--- src/snes_mem_defs.svh ---
// Memory glue widths, reset delay and SDRAM address constants
`ifndef SNES_MEM_DEFS_SVH
`define SNES_MEM_DEFS_SVH

// Core-side address widths
`define SNES_ROM_AW 24
`define WRAM_AW 17
`define BSRAM_AW 20
`define VRAM_AW 16

// VRAM duplicate check ignores the top bit
`define VRAM_CMP_AW 15

// SDRAM byte address width
`define SDRAM_AW 23

// 7E,7F banks sit at the top of SDRAM, 128KB
`define WRAM_BASE 6'b111111

// ROM type class that reads BSRAM without RD_N
`define ROM_TYPE_BSRAM_RD 4'hC

// Cycles the core stays in reset after resetn rises
`define RESET_CYCLES 16

`endif

--- src/snes_bus_pkg.sv ---
// Console core memory bus bundles, one struct per memory
`include "snes_mem_defs.svh"

package snes_bus_pkg;

    typedef struct packed {
        logic [`SNES_ROM_AW-1:0] addr;
        logic                    ce_n;
        logic                    word;      // 16-bit fetch
    } rom_bus_t;

    typedef struct packed {
        logic [`WRAM_AW-1:0] addr;
        logic [7:0]          d;
        logic                ce_n;
        logic                rd_n;
        logic                we_n;
    } wram_bus_t;

    typedef struct packed {
        logic [`BSRAM_AW-1:0] addr;
        logic [7:0]           d;
        logic                 ce_n;
        logic                 rd_n;
        logic                 we_n;
    } bsram_bus_t;

    // One VRAM channel; the PPU drives two of them
    typedef struct packed {
        logic [`VRAM_AW-1:0] addr;
        logic                we_n;
    } vram_bus_t;

    typedef struct packed {
        logic [15:0] addr;
        logic        ce_n;
        logic        oe_n;
    } aram_bus_t;

endpackage

--- src/sdram_req_pkg.sv ---
// Request bundles going to the shared SDRAM controller
`include "snes_mem_defs.svh"

package sdram_req_pkg;

    // CPU port, shared by loader, ROM and WRAM
    typedef struct packed {
        logic [`SDRAM_AW-1:0] addr;
        logic [15:0]          din;
        logic [1:0]           ds;       // Byte strobes, [1] is upper
        logic                 port;     // 0 ROM, 1 WRAM
        logic                 rd;
        logic                 wr;
    } cpu_req_t;

    typedef struct packed {
        logic [`BSRAM_AW-1:0] addr;
        logic [7:0]           din;
        logic                 rd;
        logic                 wr;
    } bsram_req_t;

    typedef struct packed {
        logic rd;
        logic wr;
    } vram_req_t;

endpackage

--- src/load_sequencer.sv ---
// Core reset delay, cartridge load tracking, loader address and run enable
`timescale 1ns/10ps
`include "snes_mem_defs.svh"

module load_sequencer (
    input  logic                 wclk,
    input  logic                 resetn,
    input  logic                 loading,
    input  logic                 loader_valid,
    input  logic                 header_finished,
    input  logic                 sdram_busy,
    input  logic                 frame_pause,
    output logic                 core_resetn,
    output logic                 loaded,
    output logic                 run_enable,
    output logic [`SDRAM_AW-1:0] loader_addr
);

    localparam int CNT_W = $clog2(`RESET_CYCLES);

    logic [CNT_W-1:0] rst_cnt;
    logic             rst_done;
    logic             loading_r;

    // Hold the core off until the delay has run out
    always_ff @(posedge wclk) begin
        if (!resetn) begin
            rst_cnt  <= '0;
            rst_done <= 1'b0;
        end else if (!rst_done) begin
            if (rst_cnt == CNT_W'(`RESET_CYCLES - 1))
                rst_done <= 1'b1;
            rst_cnt <= rst_cnt + 1'b1;
        end
    end

    assign core_resetn = rst_done & ~loading;   // Also held while a ROM streams in

    always_ff @(posedge wclk) begin
        if (!resetn) begin
            loading_r   <= 1'b0;
            loaded      <= 1'b0;
            loader_addr <= '0;
        end else begin
            loading_r <= loading;
            if (loader_valid && header_finished)
                loader_addr <= loader_addr + 1'b1;
            if (loading && !loading_r) begin    // Load start
                loader_addr <= '0;
                loaded      <= 1'b0;
            end
            if (!loading && loading_r)          // Load end
                loaded <= 1'b1;
        end
    end

    // Core only runs with memory ready and no frame sync stall
    always_ff @(posedge wclk) begin
        if (!resetn)
            run_enable <= 1'b0;
        else
            run_enable <= loaded & ~sdram_busy & ~frame_pause;
    end

endmodule

--- src/sdram_req_mux.sv ---
// Registered CPU-port request merge for loader, ROM and WRAM, plus BSRAM request
`timescale 1ns/10ps
`include "snes_mem_defs.svh"

module sdram_req_mux (
    input  logic                     wclk,
    input  logic                     resetn,
    input  logic                     run_enable,
    input  logic                     sysclkf_ce,
    input  logic                     sysclkr_ce,
    input  logic                     loading,
    input  logic                     loader_valid,
    input  logic                     header_finished,
    input  logic [7:0]               loader_data,
    input  logic [`SDRAM_AW-1:0]     loader_addr,
    input  logic [7:0]               rom_type,
    input  snes_bus_pkg::rom_bus_t   rom,
    input  snes_bus_pkg::wram_bus_t  wram,
    input  snes_bus_pkg::bsram_bus_t bsram,
    output sdram_req_pkg::cpu_req_t   cpu_req,
    output sdram_req_pkg::bsram_req_t bsram_req
);

    logic f_q;          // Falling-phase strobe gated by run_enable
    logic r_q;          // Rising-phase strobe
    logic wram_rd;
    logic wram_wr;
    logic bsram_rd_t;

    assign wram_rd = ~wram.ce_n & ~wram.rd_n;
    assign wram_wr = ~wram.ce_n & ~wram.we_n;

    // Some cartridge classes read BSRAM without RD_N
    assign bsram_rd_t = ~bsram.ce_n & f_q &
                        (~bsram.rd_n | (rom_type[7:4] == `ROM_TYPE_BSRAM_RD));

    always_ff @(posedge wclk) begin
        if (!resetn) begin
            f_q     <= 1'b0;
            r_q     <= 1'b0;
            cpu_req <= '0;
        end else begin
            f_q     <= sysclkf_ce & run_enable;
            r_q     <= sysclkr_ce & run_enable;
            cpu_req <= '0;                      // Idle unless something below hits
            if (loading && loader_valid && header_finished) begin
                cpu_req.addr <= loader_addr;
                cpu_req.din  <= {loader_data, loader_data};
                cpu_req.ds   <= {loader_addr[0], ~loader_addr[0]};
                cpu_req.wr   <= 1'b1;
            end else if (!rom.ce_n && !bsram_rd_t && f_q) begin
                cpu_req.addr <= rom.addr[`SDRAM_AW-1:0];
                cpu_req.ds   <= 2'b11;          // Full word as steering picks the byte
                cpu_req.rd   <= 1'b1;
            end else if (wram_rd || wram_wr) begin
                cpu_req.addr <= {`WRAM_BASE, wram.addr};
                cpu_req.din  <= {wram.d, wram.d};
                cpu_req.ds   <= {wram.addr[0], ~wram.addr[0]};
                cpu_req.port <= 1'b1;
                cpu_req.rd   <= wram_rd & f_q;
                cpu_req.wr   <= wram_wr & r_q;
            end
        end
    end

    always_ff @(posedge wclk) begin
        if (!resetn) begin
            bsram_req <= '0;
        end else begin
            bsram_req.addr <= bsram.addr;
            bsram_req.din  <= bsram.d;
            bsram_req.rd   <= bsram_rd_t;
            bsram_req.wr   <= ~bsram.ce_n & ~bsram.we_n & r_q;
        end
    end

endmodule

--- src/vram_read_filter.sv ---
// VRAM read filter: one read per new address, channel 2 staggered on collision
`timescale 1ns/10ps
`include "snes_mem_defs.svh"

module vram_read_filter (
    input  logic                      wclk,
    input  logic                      resetn,
    input  snes_bus_pkg::vram_bus_t   vram1,
    input  snes_bus_pkg::vram_bus_t   vram2,
    input  logic                      vram_oe_n,
    output sdram_req_pkg::vram_req_t  vram1_req,
    output sdram_req_pkg::vram_req_t  vram2_req
);

    logic [`VRAM_CMP_AW-1:0] vram1_addr_old;
    logic [`VRAM_CMP_AW-1:0] vram2_addr_old;
    logic                    vram_oe_n_old;
    logic                    vram1_new_read;
    logic                    vram2_new_read;
    logic                    vram2_delay;
    logic                    vram2_delay_r;

    // A read counts once: OE just went low, or the address moved
    assign vram1_new_read = ~vram_oe_n &
        (vram_oe_n_old | (vram1_addr_old != vram1.addr[`VRAM_CMP_AW-1:0]));
    assign vram2_new_read = ~vram_oe_n &
        (vram_oe_n_old | (vram2_addr_old != vram2.addr[`VRAM_CMP_AW-1:0]));

    // Two different addresses at once, push channel 2 back a cycle
    assign vram2_delay = vram1_new_read & vram2_new_read & (vram1.addr != vram2.addr);

    always_ff @(posedge wclk) begin
        vram1_addr_old <= vram1.addr[`VRAM_CMP_AW-1:0];
        vram2_addr_old <= vram2.addr[`VRAM_CMP_AW-1:0];
    end

    always_ff @(posedge wclk) begin
        if (!resetn) begin
            vram_oe_n_old <= 1'b1;
            vram2_delay_r <= 1'b0;
        end else begin
            vram_oe_n_old <= vram_oe_n;
            vram2_delay_r <= vram2_delay;
        end
    end

    assign vram1_req.rd = vram1_new_read;
    assign vram1_req.wr = ~vram1.we_n;
    assign vram2_req.rd = (vram2_new_read & ~vram2_delay) | vram2_delay_r;
    assign vram2_req.wr = ~vram2.we_n;

endmodule

--- src/read_data_steer.sv ---
// Steers SDRAM read data back to ROM, WRAM and ARAM byte lanes
`timescale 1ns/10ps

module read_data_steer (
    input  logic                    wclk,
    input  logic                    resetn,
    input  snes_bus_pkg::rom_bus_t  rom,
    input  logic                    wram_addr_lsb,
    input  snes_bus_pkg::aram_bus_t aram,
    input  logic [15:0]             port0_data,
    input  logic [15:0]             port1_data,
    input  logic [15:0]             aram_data,
    output logic [15:0]             rom_q,
    output logic [7:0]              wram_q,
    output logic [7:0]              aram_q
);

    logic aram_rd;
    logic aram_lsb;     // Byte lane of the last ARAM read

    assign aram_rd = ~aram.ce_n & ~aram.oe_n;

    // Data comes back after the address has moved on
    always_ff @(posedge wclk) begin
        if (!resetn)
            aram_lsb <= 1'b0;
        else if (aram_rd)
            aram_lsb <= aram.addr[0];
    end

    // Odd byte fetch gets its byte in the low lane
    assign rom_q = (rom.word || !rom.addr[0]) ? port0_data :
                   {port0_data[7:0], port0_data[15:8]};

    assign wram_q = wram_addr_lsb ? port1_data[15:8] : port1_data[7:0];
    assign aram_q = aram_lsb ? aram_data[15:8] : aram_data[7:0];

endmodule

--- src/snes_mem_top.sv ---
// Memory glue between the console core strobes and the SDRAM controller ports
`timescale 1ns/10ps
`include "snes_mem_defs.svh"

module snes_mem_top (
    input  logic                      wclk,
    input  logic                      resetn,
    input  logic                      loading,
    input  logic                      loader_valid,
    input  logic [7:0]                loader_data,
    input  logic                      header_finished,
    input  logic [7:0]                rom_type,
    input  logic                      sdram_busy,
    input  logic                      frame_pause,
    input  logic                      sysclkf_ce,
    input  logic                      sysclkr_ce,
    input  snes_bus_pkg::rom_bus_t    rom,
    input  snes_bus_pkg::wram_bus_t   wram,
    input  snes_bus_pkg::bsram_bus_t  bsram,
    input  snes_bus_pkg::vram_bus_t   vram1,
    input  snes_bus_pkg::vram_bus_t   vram2,
    input  logic                      vram_oe_n,
    input  snes_bus_pkg::aram_bus_t   aram,
    input  logic [15:0]               port0_data,
    input  logic [15:0]               port1_data,
    input  logic [15:0]               aram_data,
    output logic                      core_resetn,
    output logic                      loaded,
    output logic                      run_enable,
    output logic [`SDRAM_AW-1:0]      loader_addr,
    output sdram_req_pkg::cpu_req_t   cpu_req,
    output sdram_req_pkg::bsram_req_t bsram_req,
    output sdram_req_pkg::vram_req_t  vram1_req,
    output sdram_req_pkg::vram_req_t  vram2_req,
    output logic [15:0]               rom_q,
    output logic [7:0]                wram_q,
    output logic [7:0]                aram_q
);

    load_sequencer load_seq_i (
        .wclk(wclk), .resetn(resetn), .loading(loading), .loader_valid(loader_valid),
        .header_finished(header_finished), .sdram_busy(sdram_busy),
        .frame_pause(frame_pause), .core_resetn(core_resetn), .loaded(loaded),
        .run_enable(run_enable), .loader_addr(loader_addr)
    );

    sdram_req_mux req_mux_i (
        .wclk(wclk), .resetn(resetn), .run_enable(run_enable),
        .sysclkf_ce(sysclkf_ce), .sysclkr_ce(sysclkr_ce), .loading(loading),
        .loader_valid(loader_valid), .header_finished(header_finished),
        .loader_data(loader_data), .loader_addr(loader_addr), .rom_type(rom_type),
        .rom(rom), .wram(wram), .bsram(bsram),
        .cpu_req(cpu_req), .bsram_req(bsram_req)
    );

    vram_read_filter vram_filt_i (
        .wclk(wclk), .resetn(resetn), .vram1(vram1), .vram2(vram2),
        .vram_oe_n(vram_oe_n), .vram1_req(vram1_req), .vram2_req(vram2_req)
    );

    // WRAM byte select uses the live core address
    read_data_steer steer_i (
        .wclk(wclk), .resetn(resetn), .rom(rom), .wram_addr_lsb(wram.addr[0]),
        .aram(aram), .port0_data(port0_data), .port1_data(port1_data),
        .aram_data(aram_data), .rom_q(rom_q), .wram_q(wram_q), .aram_q(aram_q)
    );

endmodule

--- config.mk ---
export PLATFORM = sky130hd
export DESIGN_NAME = snes_mem_top
export DESIGN_NICKNAME = d
export VERILOG_FILES = /design/src/snes_bus_pkg.sv /design/src/sdram_req_pkg.sv /design/src/load_sequencer.sv /design/src/sdram_req_mux.sv /design/src/vram_read_filter.sv /design/src/read_data_steer.sv /design/src/snes_mem_top.sv
export VERILOG_INCLUDE_DIRS = /design/src
export SDC_FILE = /design/constraint.sdc
export NUM_CORES = 1
export LEC_CHECK = 0
export BUFFER_PORTS_ARGS = -buffer_cell sky130_fd_sc_hd__buf_2
export CORE_UTILIZATION = 30
export CTS_BUF_LIST = sky130_fd_sc_hd__clkbuf_2
export DETAILED_ROUTE_END_ITERATION = 8
export PLACE_DENSITY_LB_ADDON = 0.1
export SLEW_MARGIN = 20
export SYNTH_ARGS = -nofsm -noshare
export SYNTH_HDL_FRONTEND = slang
export SYNTH_HIERARCHICAL = 1
export SYNTH_SLANG_ARGS = --single-unit
--- constraint.sdc ---
create_clock -name wclk -period 5.9 [get_ports wclk]
set_input_delay 0.59 -clock wclk [delete_from_list [all_inputs] [get_ports wclk]]
set_output_delay 0.59 -clock wclk [all_outputs]
set_load 0.01 [all_outputs]
==> impl_results.html, run 1 <==
<table>
<tr><th>Metric</th><th>Value</th></tr>
<tr><th colspan="2">Outcome</th></tr>
<tr><td>Outcome</td><td>complete, no violations</td></tr>
<tr><th colspan="2">Clock tree</th></tr>
<tr><td>Clock tree from TritonCTS</td><td>yes</td></tr>
<tr><td>Number of buffers created by CTS</td><td>17</td></tr>
<tr><td>Clk Tree Root Cell</td><td>clkbuf_2</td></tr>
<tr><td>Insertion delay to the later sink of the worst-skew pair</td><td>0.72 ns</td></tr>
<tr><td>Clock sink count</td><td>132</td></tr>
<tr><td>Post-CTS Setup Inserts</td><td>0</td></tr>
<tr><td>Max Root-Sink Buffers</td><td>2</td></tr>
<tr><td>Clock edge transition at the registers on the reported setup and hold paths</td><td>0.21 ns</td></tr>
<tr><td>Number of H-tree branching levels</td><td>4</td></tr>
<tr><th colspan="2">Floorplan</th></tr>
<tr><td>Height of the die</td><td>138 µm</td></tr>
<tr><td>Chip width</td><td>138 µm</td></tr>
<tr><td>Row Count</td><td>49</td></tr>
<tr><td>Starting Density</td><td>0.308</td></tr>
<tr><td>Total I/O pin count</td><td>347</td></tr>
<tr><td>Placeable core region</td><td>0.0180 mm²</td></tr>
<tr><td>Area enclosed by the die boundary</td><td>0.0190 mm²</td></tr>
<tr><th colspan="2">Setup path</th></tr>
<tr><td>Slowest Stage Delay on Critical Path</td><td>0.54 ns</td></tr>
<tr><td>Sort of element at the end of the critical path</td><td>output pin</td></tr>
<tr><td>Buffers and inverters on the worst path</td><td>3</td></tr>
<tr><td>Largest delay contributor family on the critical path</td><td>buffers and inverters</td></tr>
<tr><td>Data required time of the worst path</td><td>5.31 ns</td></tr>
<tr><td>Stages on the worst setup path</td><td>8</td></tr>
<tr><td>WS Path Type</td><td>input port to output pin</td></tr>
<tr><td>Arrival time reported for the critical path endpoint</td><td>2.33 ns</td></tr>
<tr><td>Register-to-Register Path Depth</td><td>7</td></tr>
<tr><td>Critical-path cell list</td><td>dlygate4sd3_1, buf_2, xnor2_1, nand4_1, nor4_2, a21o_1, a21o_1, buf_2</td></tr>
<tr><td>Worst-path cell with the longest stage delay</td><td>dlygate4sd3_1</td></tr>
<tr><td>Setup crit start kind</td><td>input port</td></tr>
<tr><td>Peak fanout along the critical path</td><td>3</td></tr>
<tr><th colspan="2">Synth</th></tr>
<tr><td>Asr flop ratio synth</td><td>0</td></tr>
<tr><td>Mean Syn Cell Area</td><td>10.2 µm²</td></tr>
<tr><td>#FFs+latches synth</td><td>132</td></tr>
<tr><td>Number of flops mapped to enable cells by yosys</td><td>0</td></tr>
<tr><td>Dominant register cell in the synthesized netlist</td><td>dfxtp_1</td></tr>
<tr><td>Largest cells by area after synthesis</td><td>dfxtp_1, xnor2_1, nand3_1, mux2_4, nand4_1</td></tr>
<tr><td>Mapped Area</td><td>0.00555 mm²</td></tr>
<tr><td>Proportion of synthesized chip area in sequential cells</td><td>0.476</td></tr>
<tr><td>Number of different library cells in the post-synthesis netlist</td><td>54</td></tr>
<tr><td>Number of standard cells after synthesis</td><td>546</td></tr>
<tr><td>Largest area contributor in the synthesized netlist</td><td>dfxtp_1</td></tr>
<tr><td>Number of warnings reported in the yosys synthesis log</td><td>6</td></tr>
<tr><td>Top-area cell type share of the netlist area</td><td>0.476</td></tr>
<tr><td>Nets in the synthesized netlist</td><td>761</td></tr>
<tr><th colspan="2">GRT</th></tr>
<tr><td>Wire length of the first global-routing pass</td><td>29000 µm</td></tr>
<tr><td>Largest net degree at the start of global routing</td><td>36</td></tr>
<tr><td>Via count of the first global-routing pass</td><td>5529</td></tr>
<tr><td>Combined global-route utilization of all metal layers</td><td>0.194</td></tr>
<tr><td>Congestion Overflow GR</td><td>0</td></tr>
<tr><td>Number of antenna violations at the first check in global routing</td><td>3</td></tr>
<tr><th colspan="2">Finish</th></tr>
<tr><td>Area of all sequential standard cells</td><td>0.00264 mm²</td></tr>
<tr><td>Commonest non-fill, non-tap cells in the layout</td><td>buf_2, dfxtp_1, dlygate4sd3_1, nand3_1, xnor2_1</td></tr>
<tr><td>Area of all placed cells without fillers</td><td>0.00830 mm²</td></tr>
<tr><td>Number of nets in the final layout</td><td>1154</td></tr>
<tr><td>Area of combinational cells with multiple inputs</td><td>0.00262 mm²</td></tr>
<tr><td>Syn-to-layout area delta</td><td>49.6%</td></tr>
<tr><td>FILL cells</td><td>1830</td></tr>
<tr><td>Final core area utilization</td><td>0.461</td></tr>
<tr><td>Fraction of final layout cells with drive strength greater than 1</td><td>0.426</td></tr>
<tr><td>Most common cell after layout, fill and taps aside</td><td>buf_2</td></tr>
<tr><td>Number of cells in the finished layout apart from fillers</td><td>1184</td></tr>
<tr><th colspan="2">STA</th></tr>
<tr><td>RSZ-0062 raised after global routing</td><td>false</td></tr>
<tr><td>Fmax achieved</td><td>0.343 GHz</td></tr>
<tr><td>Slew at the pin with the worst max-slew slack</td><td>0.896 ns</td></tr>
<tr><td>Final Hold Viols</td><td>0</td></tr>
<tr><td>Period utilisation layout</td><td>0.494</td></tr>
<tr><td>Worst hold margin</td><td>0.0953 ns</td></tr>
<tr><td>Total negative slack for setup checks</td><td>0 ns</td></tr>
<tr><td>Worst slew slack as a fraction of its limit</td><td>0.403</td></tr>
<tr><td>Post-layout minimum cycle time</td><td>2.92 ns</td></tr>
<tr><td>Number of max-slew violations in the final report</td><td>0</td></tr>
<tr><td>Fin Clk Skew</td><td>0.0413 ns</td></tr>
<tr><td>Final setup violation count</td><td>0</td></tr>
<tr><th colspan="2">Place</th></tr>
<tr><td>Total cell area at the placement stage</td><td>0.00725 mm²</td></tr>
<tr><td>IO Port Bufs</td><td>326</td></tr>
<tr><td>Last weighted congestion value of the routability-driven placer</td><td>0.883</td></tr>
<tr><td>Cell total after placement</td><td>1069</td></tr>
<tr><td>Hpwl dp</td><td>14000 µm</td></tr>
<tr><th colspan="2">Routing</th></tr>
<tr><td>Antenna-violating nets left</td><td>0</td></tr>
<tr><td>First-pass DRT Iterations</td><td>4</td></tr>
<tr><td>Via count</td><td>5413</td></tr>
<tr><td>Detailed router's first-iteration violation count</td><td>216</td></tr>
<tr><td>DRC viols</td><td>0</td></tr>
<tr><td>Vias per inst</td><td>4.57</td></tr>
<tr><td>Average wire per standard cell</td><td>15.6 µm</td></tr>
<tr><td>Post-Route WL</td><td>18400 µm</td></tr>
<tr><th colspan="2">Power and ir drop</th></tr>
<tr><td>Leak pwr</td><td>3.92 nW</td></tr>
<tr><td>NetSw</td><td>0.508 mW</td></tr>
<tr><td>Flop pwr share</td><td>0.523</td></tr>
<tr><td>Highest ir drop seen on vdd</td><td>0.0000978 V</td></tr>
<tr><td>Net switching fraction of the power</td><td>0.282</td></tr>
<tr><td>Total power divided by cell area</td><td>217 mW/mm²</td></tr>
<tr><td>Combinational share of power</td><td>0.167</td></tr>
<tr><td>Power Internal</td><td>1.29 mW</td></tr>
<tr><td>Clock share of power</td><td>0.310</td></tr>
<tr><th colspan="2">Flow run</th></tr>
<tr><td>Number of max-capacitance violations reported</td><td>0</td></tr>
<tr><th colspan="2">Hold path</th></tr>
<tr><td>Number of stages on the worst hold path</td><td>3</td></tr>
<tr><td>Hold Crit Class</td><td>input port to flop</td></tr>
</table>
[state kept, by name (all words and copies together) (netlist names), 4 cells and up]
| signal | cells |
|---|---|
| vram_filt_i/vram1_addr_old | 15 |
| req_mux_i/cpu_req | 36 |
| load_seq_i/loader_addr | 23 |
| load_seq_i/rst_cnt | 4 |
| vram_filt_i/vram2_addr_old | 15 |
| req_mux_i/bsram_req | 30 |
[metal layers]
| metal | vias to the layer above | share of wire | GRT usage | routed length [µm] |
|---|---|---|---|---|
| li1 | 2707 | - | - | - |
| met3 | 27 | 0.075 | 0.0662 | 1380 |
| met4 | 0 | 0.027 | 0.0833 | 503 |
| met1 | 2453 | 0.38 | 0.202 | 7030 |
| met2 | 226 | 0.52 | 0.354 | 9490 |
| met5 | - | 0 | 0 | 0 |
[cells in the mapped netlist, drive strengths merged (3+ instances only)]
master / instances
nand4: 38
and3: 4
buf: 29
nand2: 33
nor2b: 7
mux2: 32
o21ai: 8
a22o: 8
xnor2: 48
nand3: 57
and2: 34
nor4: 5
clkbuf: 7
xor2: 11
or3: 5
nor3: 4
a21oi: 16
ha: 4
or4: 6
o211ai: 3
o31ai: 3
nor2: 15
inv: 10
a31oi: 3
nand2b: 5
dfxtp: 132
[cells by family after synthesis]
kind of cell             after synthesis  synth area share
flip-flops                           132             0.476
multiplexers                          34            0.0794
AND/OR/NAND/NOR                      224             0.235
XOR/XNOR                              59            0.0931
buffers and inverters                 46            0.0510
adder cells (fa/ha/maj)                4           0.00902
AO/OA/AOI/OAI                         47            0.0559
[path summary, 6_finish.rpt]
path                                    start                endpoint  slack, ns
worst max register to register  req_mux_i/f_q   req_mux_i/cpu_req[15]       3.62
worst min-delay path                 wram[26]   req_mux_i/cpu_req[36]        0.1
worst max-delay path                vram1[15]            vram2_req[1]       2.98
worst min register to register  req_mux_i/f_q  req_mux_i/bsram_req[1]       0.49
[power by group through the flow]
stage	clock (mW)	sequential [mW]	combinational, mW
final	0.558	0.944	0.301
after global routing	0.620	0.948	0.327
after CTS	0.583	0.944	0.301
after detailed placement	0	0.962	0.261
after global placement	0	0.961	0.257
after floorplan	0	0.970	0.120
[repair_timing]
| item | in CTS | in global routing |
|---|---|---|
| endpoints found under the hold margin | 67 | 3 |
| gates resized for setup | 0 | 0 |
| hold buffers | 76 | 4 |
| endpoints found under the setup margin | 0 | 0 |
[cell type report]
class,instances,share of cell area
diodes,3,0.000904
clock buffers,18,0.0109
clock inverters,14,0.0182
inverters,10,0.00452
multi-input cells,368,0.316
flip-flops and latches,132,0.318
well taps,229,0.0345
repair buffers,410,0.297
[per-stage QoR]
stage / setup WS, ns / total power, mW
2_1_floorplan: 3.84 / 1.09
3_3_place_gp: 3.16 / 1.22
3_5_place_dp: 3.13 / 1.22
4_1_cts: 2.98 / 1.83
5_1_grt: 2.91 / 1.90
6_report: 2.98 / 1.80
[worst register-to-register path: cells and delay by family (launching register included)]
kind            cells  cell delay (ns)
compound gates      2             0.31
flops               1             0.38
buf+inv             3             1.09
simple gates        2             0.48
(Power assumes the default switching activity.)
==> run 2: changes to the inputs <==
==> constraint.sdc (replaced) <==
create_clock -name wclk -period 3 [get_ports wclk]
set_input_delay 0.3 -clock wclk [delete_from_list [all_inputs] [get_ports wclk]]
set_output_delay 0.3 -clock wclk [all_outputs]
set_load 0.01 [all_outputs]
==> impl_results.html, run 2 (synthesized netlist as in run 1, its figures left out) <==
<table>
<tr><th>Metric</th><th>Value</th></tr>
<tr><th colspan="2">Setup path</th></tr>
<tr><td>Buffers and inverters on the worst path</td><td>1</td></tr>
<tr><td>Register-to-Register Path Depth</td><td>7</td></tr>
<tr><td>Peak fanout along the critical path</td><td>2</td></tr>
<tr><td>WS Path Type</td><td>flop to output pin</td></tr>
<tr><td>Capturing point of the worst reg2reg path</td><td>req_mux_i/cpu_req[17]</td></tr>
<tr><td>Slowest Stage Delay on Critical Path</td><td>0.35 ns</td></tr>
<tr><td>Worst flop-to-flop path startpoint</td><td>req_mux_i/f_q</td></tr>
<tr><td>Largest delay contributor family on the critical path</td><td>simple AND/OR/NAND/NOR gates</td></tr>
<tr><td>Data required time of the worst path</td><td>2.70 ns</td></tr>
<tr><td>Setup crit start kind</td><td>flop</td></tr>
<tr><td>Critical-path cell list</td><td>xnor2_1, nand4_1, nor2_1, a31oi_1, a21o_1, buf_2</td></tr>
<tr><td>Arrival time reported for the critical path endpoint</td><td>2.13 ns</td></tr>
<tr><td>Sort of element at the end of the critical path</td><td>output pin</td></tr>
<tr><td>Register-to-register setup slack</td><td>0.77 ns</td></tr>
<tr><td>Worst-path cell with the longest stage delay</td><td>dfxtp_1</td></tr>
<tr><th colspan="2">Floorplan</th></tr>
<tr><td>Total I/O pin count</td><td>347</td></tr>
<tr><td>Starting Density</td><td>0.308</td></tr>
<tr><td>Area enclosed by the die boundary</td><td>0.0190 mm²</td></tr>
<tr><td>Height of the die</td><td>138 µm</td></tr>
<tr><td>Placeable core region</td><td>0.0180 mm²</td></tr>
<tr><td>Chip width</td><td>138 µm</td></tr>
<tr><td>Row Count</td><td>49</td></tr>
<tr><th colspan="2">Routing</th></tr>
<tr><td>Vias per inst</td><td>4.65</td></tr>
<tr><td>Average wire per standard cell</td><td>15.0 µm</td></tr>
<tr><td>Antenna-violating nets left</td><td>0</td></tr>
<tr><td>First-pass DRT Iterations</td><td>5</td></tr>
<tr><td>DRC viols</td><td>0</td></tr>
<tr><td>Via count</td><td>5765</td></tr>
<tr><td>Detailed router's first-iteration violation count</td><td>192</td></tr>
<tr><td>Post-Route WL</td><td>18600 µm</td></tr>
<tr><th colspan="2">STA</th></tr>
<tr><td>Final setup violation count</td><td>0</td></tr>
<tr><td>RSZ-0062 raised after global routing</td><td>false</td></tr>
<tr><td>Fin Clk Skew</td><td>0.0420 ns</td></tr>
<tr><td>Number of max-slew violations in the final report</td><td>0</td></tr>
<tr><td>Final Hold Viols</td><td>0</td></tr>
<tr><td>Worst slew slack as a fraction of its limit</td><td>0.604</td></tr>
<tr><td>Total negative slack for setup checks</td><td>0 ns</td></tr>
<tr><td>Post-layout minimum cycle time</td><td>2.43 ns</td></tr>
<tr><td>Slew at the pin with the worst max-slew slack</td><td>0.593 ns</td></tr>
<tr><td>Period utilisation layout</td><td>0.810</td></tr>
<tr><td>Fmax achieved</td><td>0.411 GHz</td></tr>
<tr><td>Worst hold margin</td><td>0.219 ns</td></tr>
<tr><th colspan="2">Hold path</th></tr>
<tr><td>Number of stages on the worst hold path</td><td>5</td></tr>
<tr><td>Source of the worst hold timing path</td><td>wram[2]</td></tr>
<tr><td>Hold Crit Class</td><td>input port to flop</td></tr>
<tr><td>Endpoint, Worst Hold</td><td>req_mux_i/cpu_req[4]</td></tr>
<tr><th colspan="2">Finish</th></tr>
<tr><td>FILL cells</td><td>1745</td></tr>
<tr><td>Register with the most flip-flops</td><td>req_mux_i/cpu_req</td></tr>
<tr><td>Antenna diode count</td><td>0</td></tr>
<tr><td>Most common cell after layout, fill and taps aside</td><td>buf_2</td></tr>
<tr><td>Number of nets in the final layout</td><td>1213</td></tr>
<tr><td>Number of cells in the finished layout apart from fillers</td><td>1240</td></tr>
<tr><td>Largest registers</td><td>req_mux_i/cpu_req: 36 flops, req_mux_i/bsram_req: 30 flops, load_seq_i/loader_addr: 23 flops</td></tr>
<tr><td>Commonest non-fill, non-tap cells in the layout</td><td>buf_2, dlygate4sd3_1, dfxtp_1, nand3_1, xnor2_1</td></tr>
<tr><td>Syn-to-layout area delta</td><td>60.0%</td></tr>
<tr><td>Number of flip-flops under the largest register name</td><td>36</td></tr>
<tr><td>Fraction of final layout cells with drive strength greater than 1</td><td>0.403</td></tr>
<tr><td>Area of all placed cells without fillers</td><td>0.00888 mm²</td></tr>
<tr><th colspan="2">Clock tree</th></tr>
<tr><td>Insertion delay to the later sink of the worst-skew pair</td><td>0.71 ns</td></tr>
<tr><td>Clock edge transition at the registers on the reported setup and hold paths</td><td>0.21 ns</td></tr>
<tr><td>Clock tree from TritonCTS</td><td>yes</td></tr>
<tr><td>Number of H-tree branching levels</td><td>4</td></tr>
<tr><td>Post-CTS Setup Inserts</td><td>0</td></tr>
<tr><td>Clock sink count</td><td>132</td></tr>
<tr><td>Number of buffers created by CTS</td><td>17</td></tr>
<tr><td>Max Root-Sink Buffers</td><td>2</td></tr>
<tr><td>Clk Tree Root Cell</td><td>clkbuf_2</td></tr>
<tr><th colspan="2">Power and ir drop</th></tr>
<tr><td>Highest ir drop seen on vdd</td><td>0.000193 V</td></tr>
<tr><td>Leak pwr</td><td>4.23 nW</td></tr>
<tr><td>Total power divided by cell area</td><td>405 mW/mm²</td></tr>
<tr><td>Tot Pwr</td><td>3.60 mW</td></tr>
<tr><th colspan="2">GRT</th></tr>
<tr><td>Congestion Overflow GR</td><td>0</td></tr>
<tr><td>Number of antenna violations at the first check in global routing</td><td>0</td></tr>
<tr><td>Wire length of the first global-routing pass</td><td>29600 µm</td></tr>
<tr><td>Combined global-route utilization of all metal layers</td><td>0.197</td></tr>
<tr><td>Largest net degree at the start of global routing</td><td>56</td></tr>
<tr><td>Via count of the first global-routing pass</td><td>5931</td></tr>
<tr><th colspan="2">Place</th></tr>
<tr><td>Last weighted congestion value of the routability-driven placer</td><td>0.864</td></tr>
<tr><td>Cell total after placement</td><td>1070</td></tr>
<tr><td>Total cell area at the placement stage</td><td>0.00726 mm²</td></tr>
<tr><td>Hpwl dp</td><td>13900 µm</td></tr>
<tr><td>IO Port Bufs</td><td>326</td></tr>
<tr><th colspan="2">Flow run</th></tr>
<tr><td>Number of max-capacitance violations reported</td><td>0</td></tr>
<tr><th colspan="2">Outcome</th></tr>
<tr><td>Outcome</td><td>complete, no violations</td></tr>
</table>
==> run 2: cell types whose count changed in the layout (fill, tap and decap cells not counted) <==
cell	previous run	this run
diode_2	3	0
buf_4	4	5
clkinv_2	1	2
dlygate4sd3_1	80	138
clkinvlp_4	4	2
inv_6	3	5
clkinv_4	3	2
==> run 2: tightest hold or removal path, cell delays in order <==
cell and delay [ns]:
buf_2 0.10, a21oi_1 0.05, buf_4 0.20, a21oi_1 0.15
o21ai_0 0.07
==> run 2: area by class of cell <==
type / count / area, µm² / area share
inverters: 10 / 37.5 / 0.00423
clock buffers: 18 / 90.1 / 0.0101
clock inverters: 14 / 150 / 0.0169
flip-flops and latches: 132 / 2640 / 0.298
well taps: 229 / 287 / 0.0323
repair buffers: 469 / 3050 / 0.343
multi-input cells: 368 / 2620 / 0.295
==> run 2: repair_timing <==
| action | in CTS | in global routing |
|---|---|---|
| hold buffers | 138 | 0 |
| hold endpoints to repair | 112 | 0 |
| resized for setup | 0 | 0 |
==> run 2: worst max-delay path by stage <==
stage,from,endpoint,slack [ns],cells after the start
finish,vram_filt_i/vram2_addr_old[4],vram2_req[1],0.57,6
global route,vram_filt_i/vram1_addr_old[14],vram2_req[1],0.39,6
CTS,vram_filt_i/vram1_addr_old[1],vram2_req[1],0.51,6
detailed placement,load_seq_i/loader_addr[7],load_seq_i/loader_addr[19],0.87,4
global placement,load_seq_i/loader_addr[0],load_seq_i/loader_addr[18],0.91,5
floorplan,load_seq_i/loader_addr[0],load_seq_i/loader_addr[22],0.94,6
==> run 2: report_power, final <==
group | internal (mW) | switching, mW
registers | 1.83 | 0.0294
clock network | 0.395 | 0.705
logic | 0.372 | 0.272
==> run 2: routing by layer <==
layer | wire length (µm) | GRT usage | up-vias | part of all wire
met5 | 0 | 0 | - | 0
met4 | 595 | 0.0873 | 0 | 0.032
li1 | - | - | 2818 | -
met1 | 7180 | 0.203 | 2652 | 0.39
met3 | 1200 | 0.0589 | 36 | 0.064
met2 | 9660 | 0.364 | 259 | 0.52
==> run 2: stage by stage <==
stage / setup WS (ns) / utilization
2_1_floorplan: 0.939 / -
3_3_place_gp: 0.908 / 0.403
3_5_place_dp: 0.875 / 0.403
4_1_cts: 0.512 / 0.493
5_1_grt: 0.385 / 0.493
6_report: 0.570 / 0.493
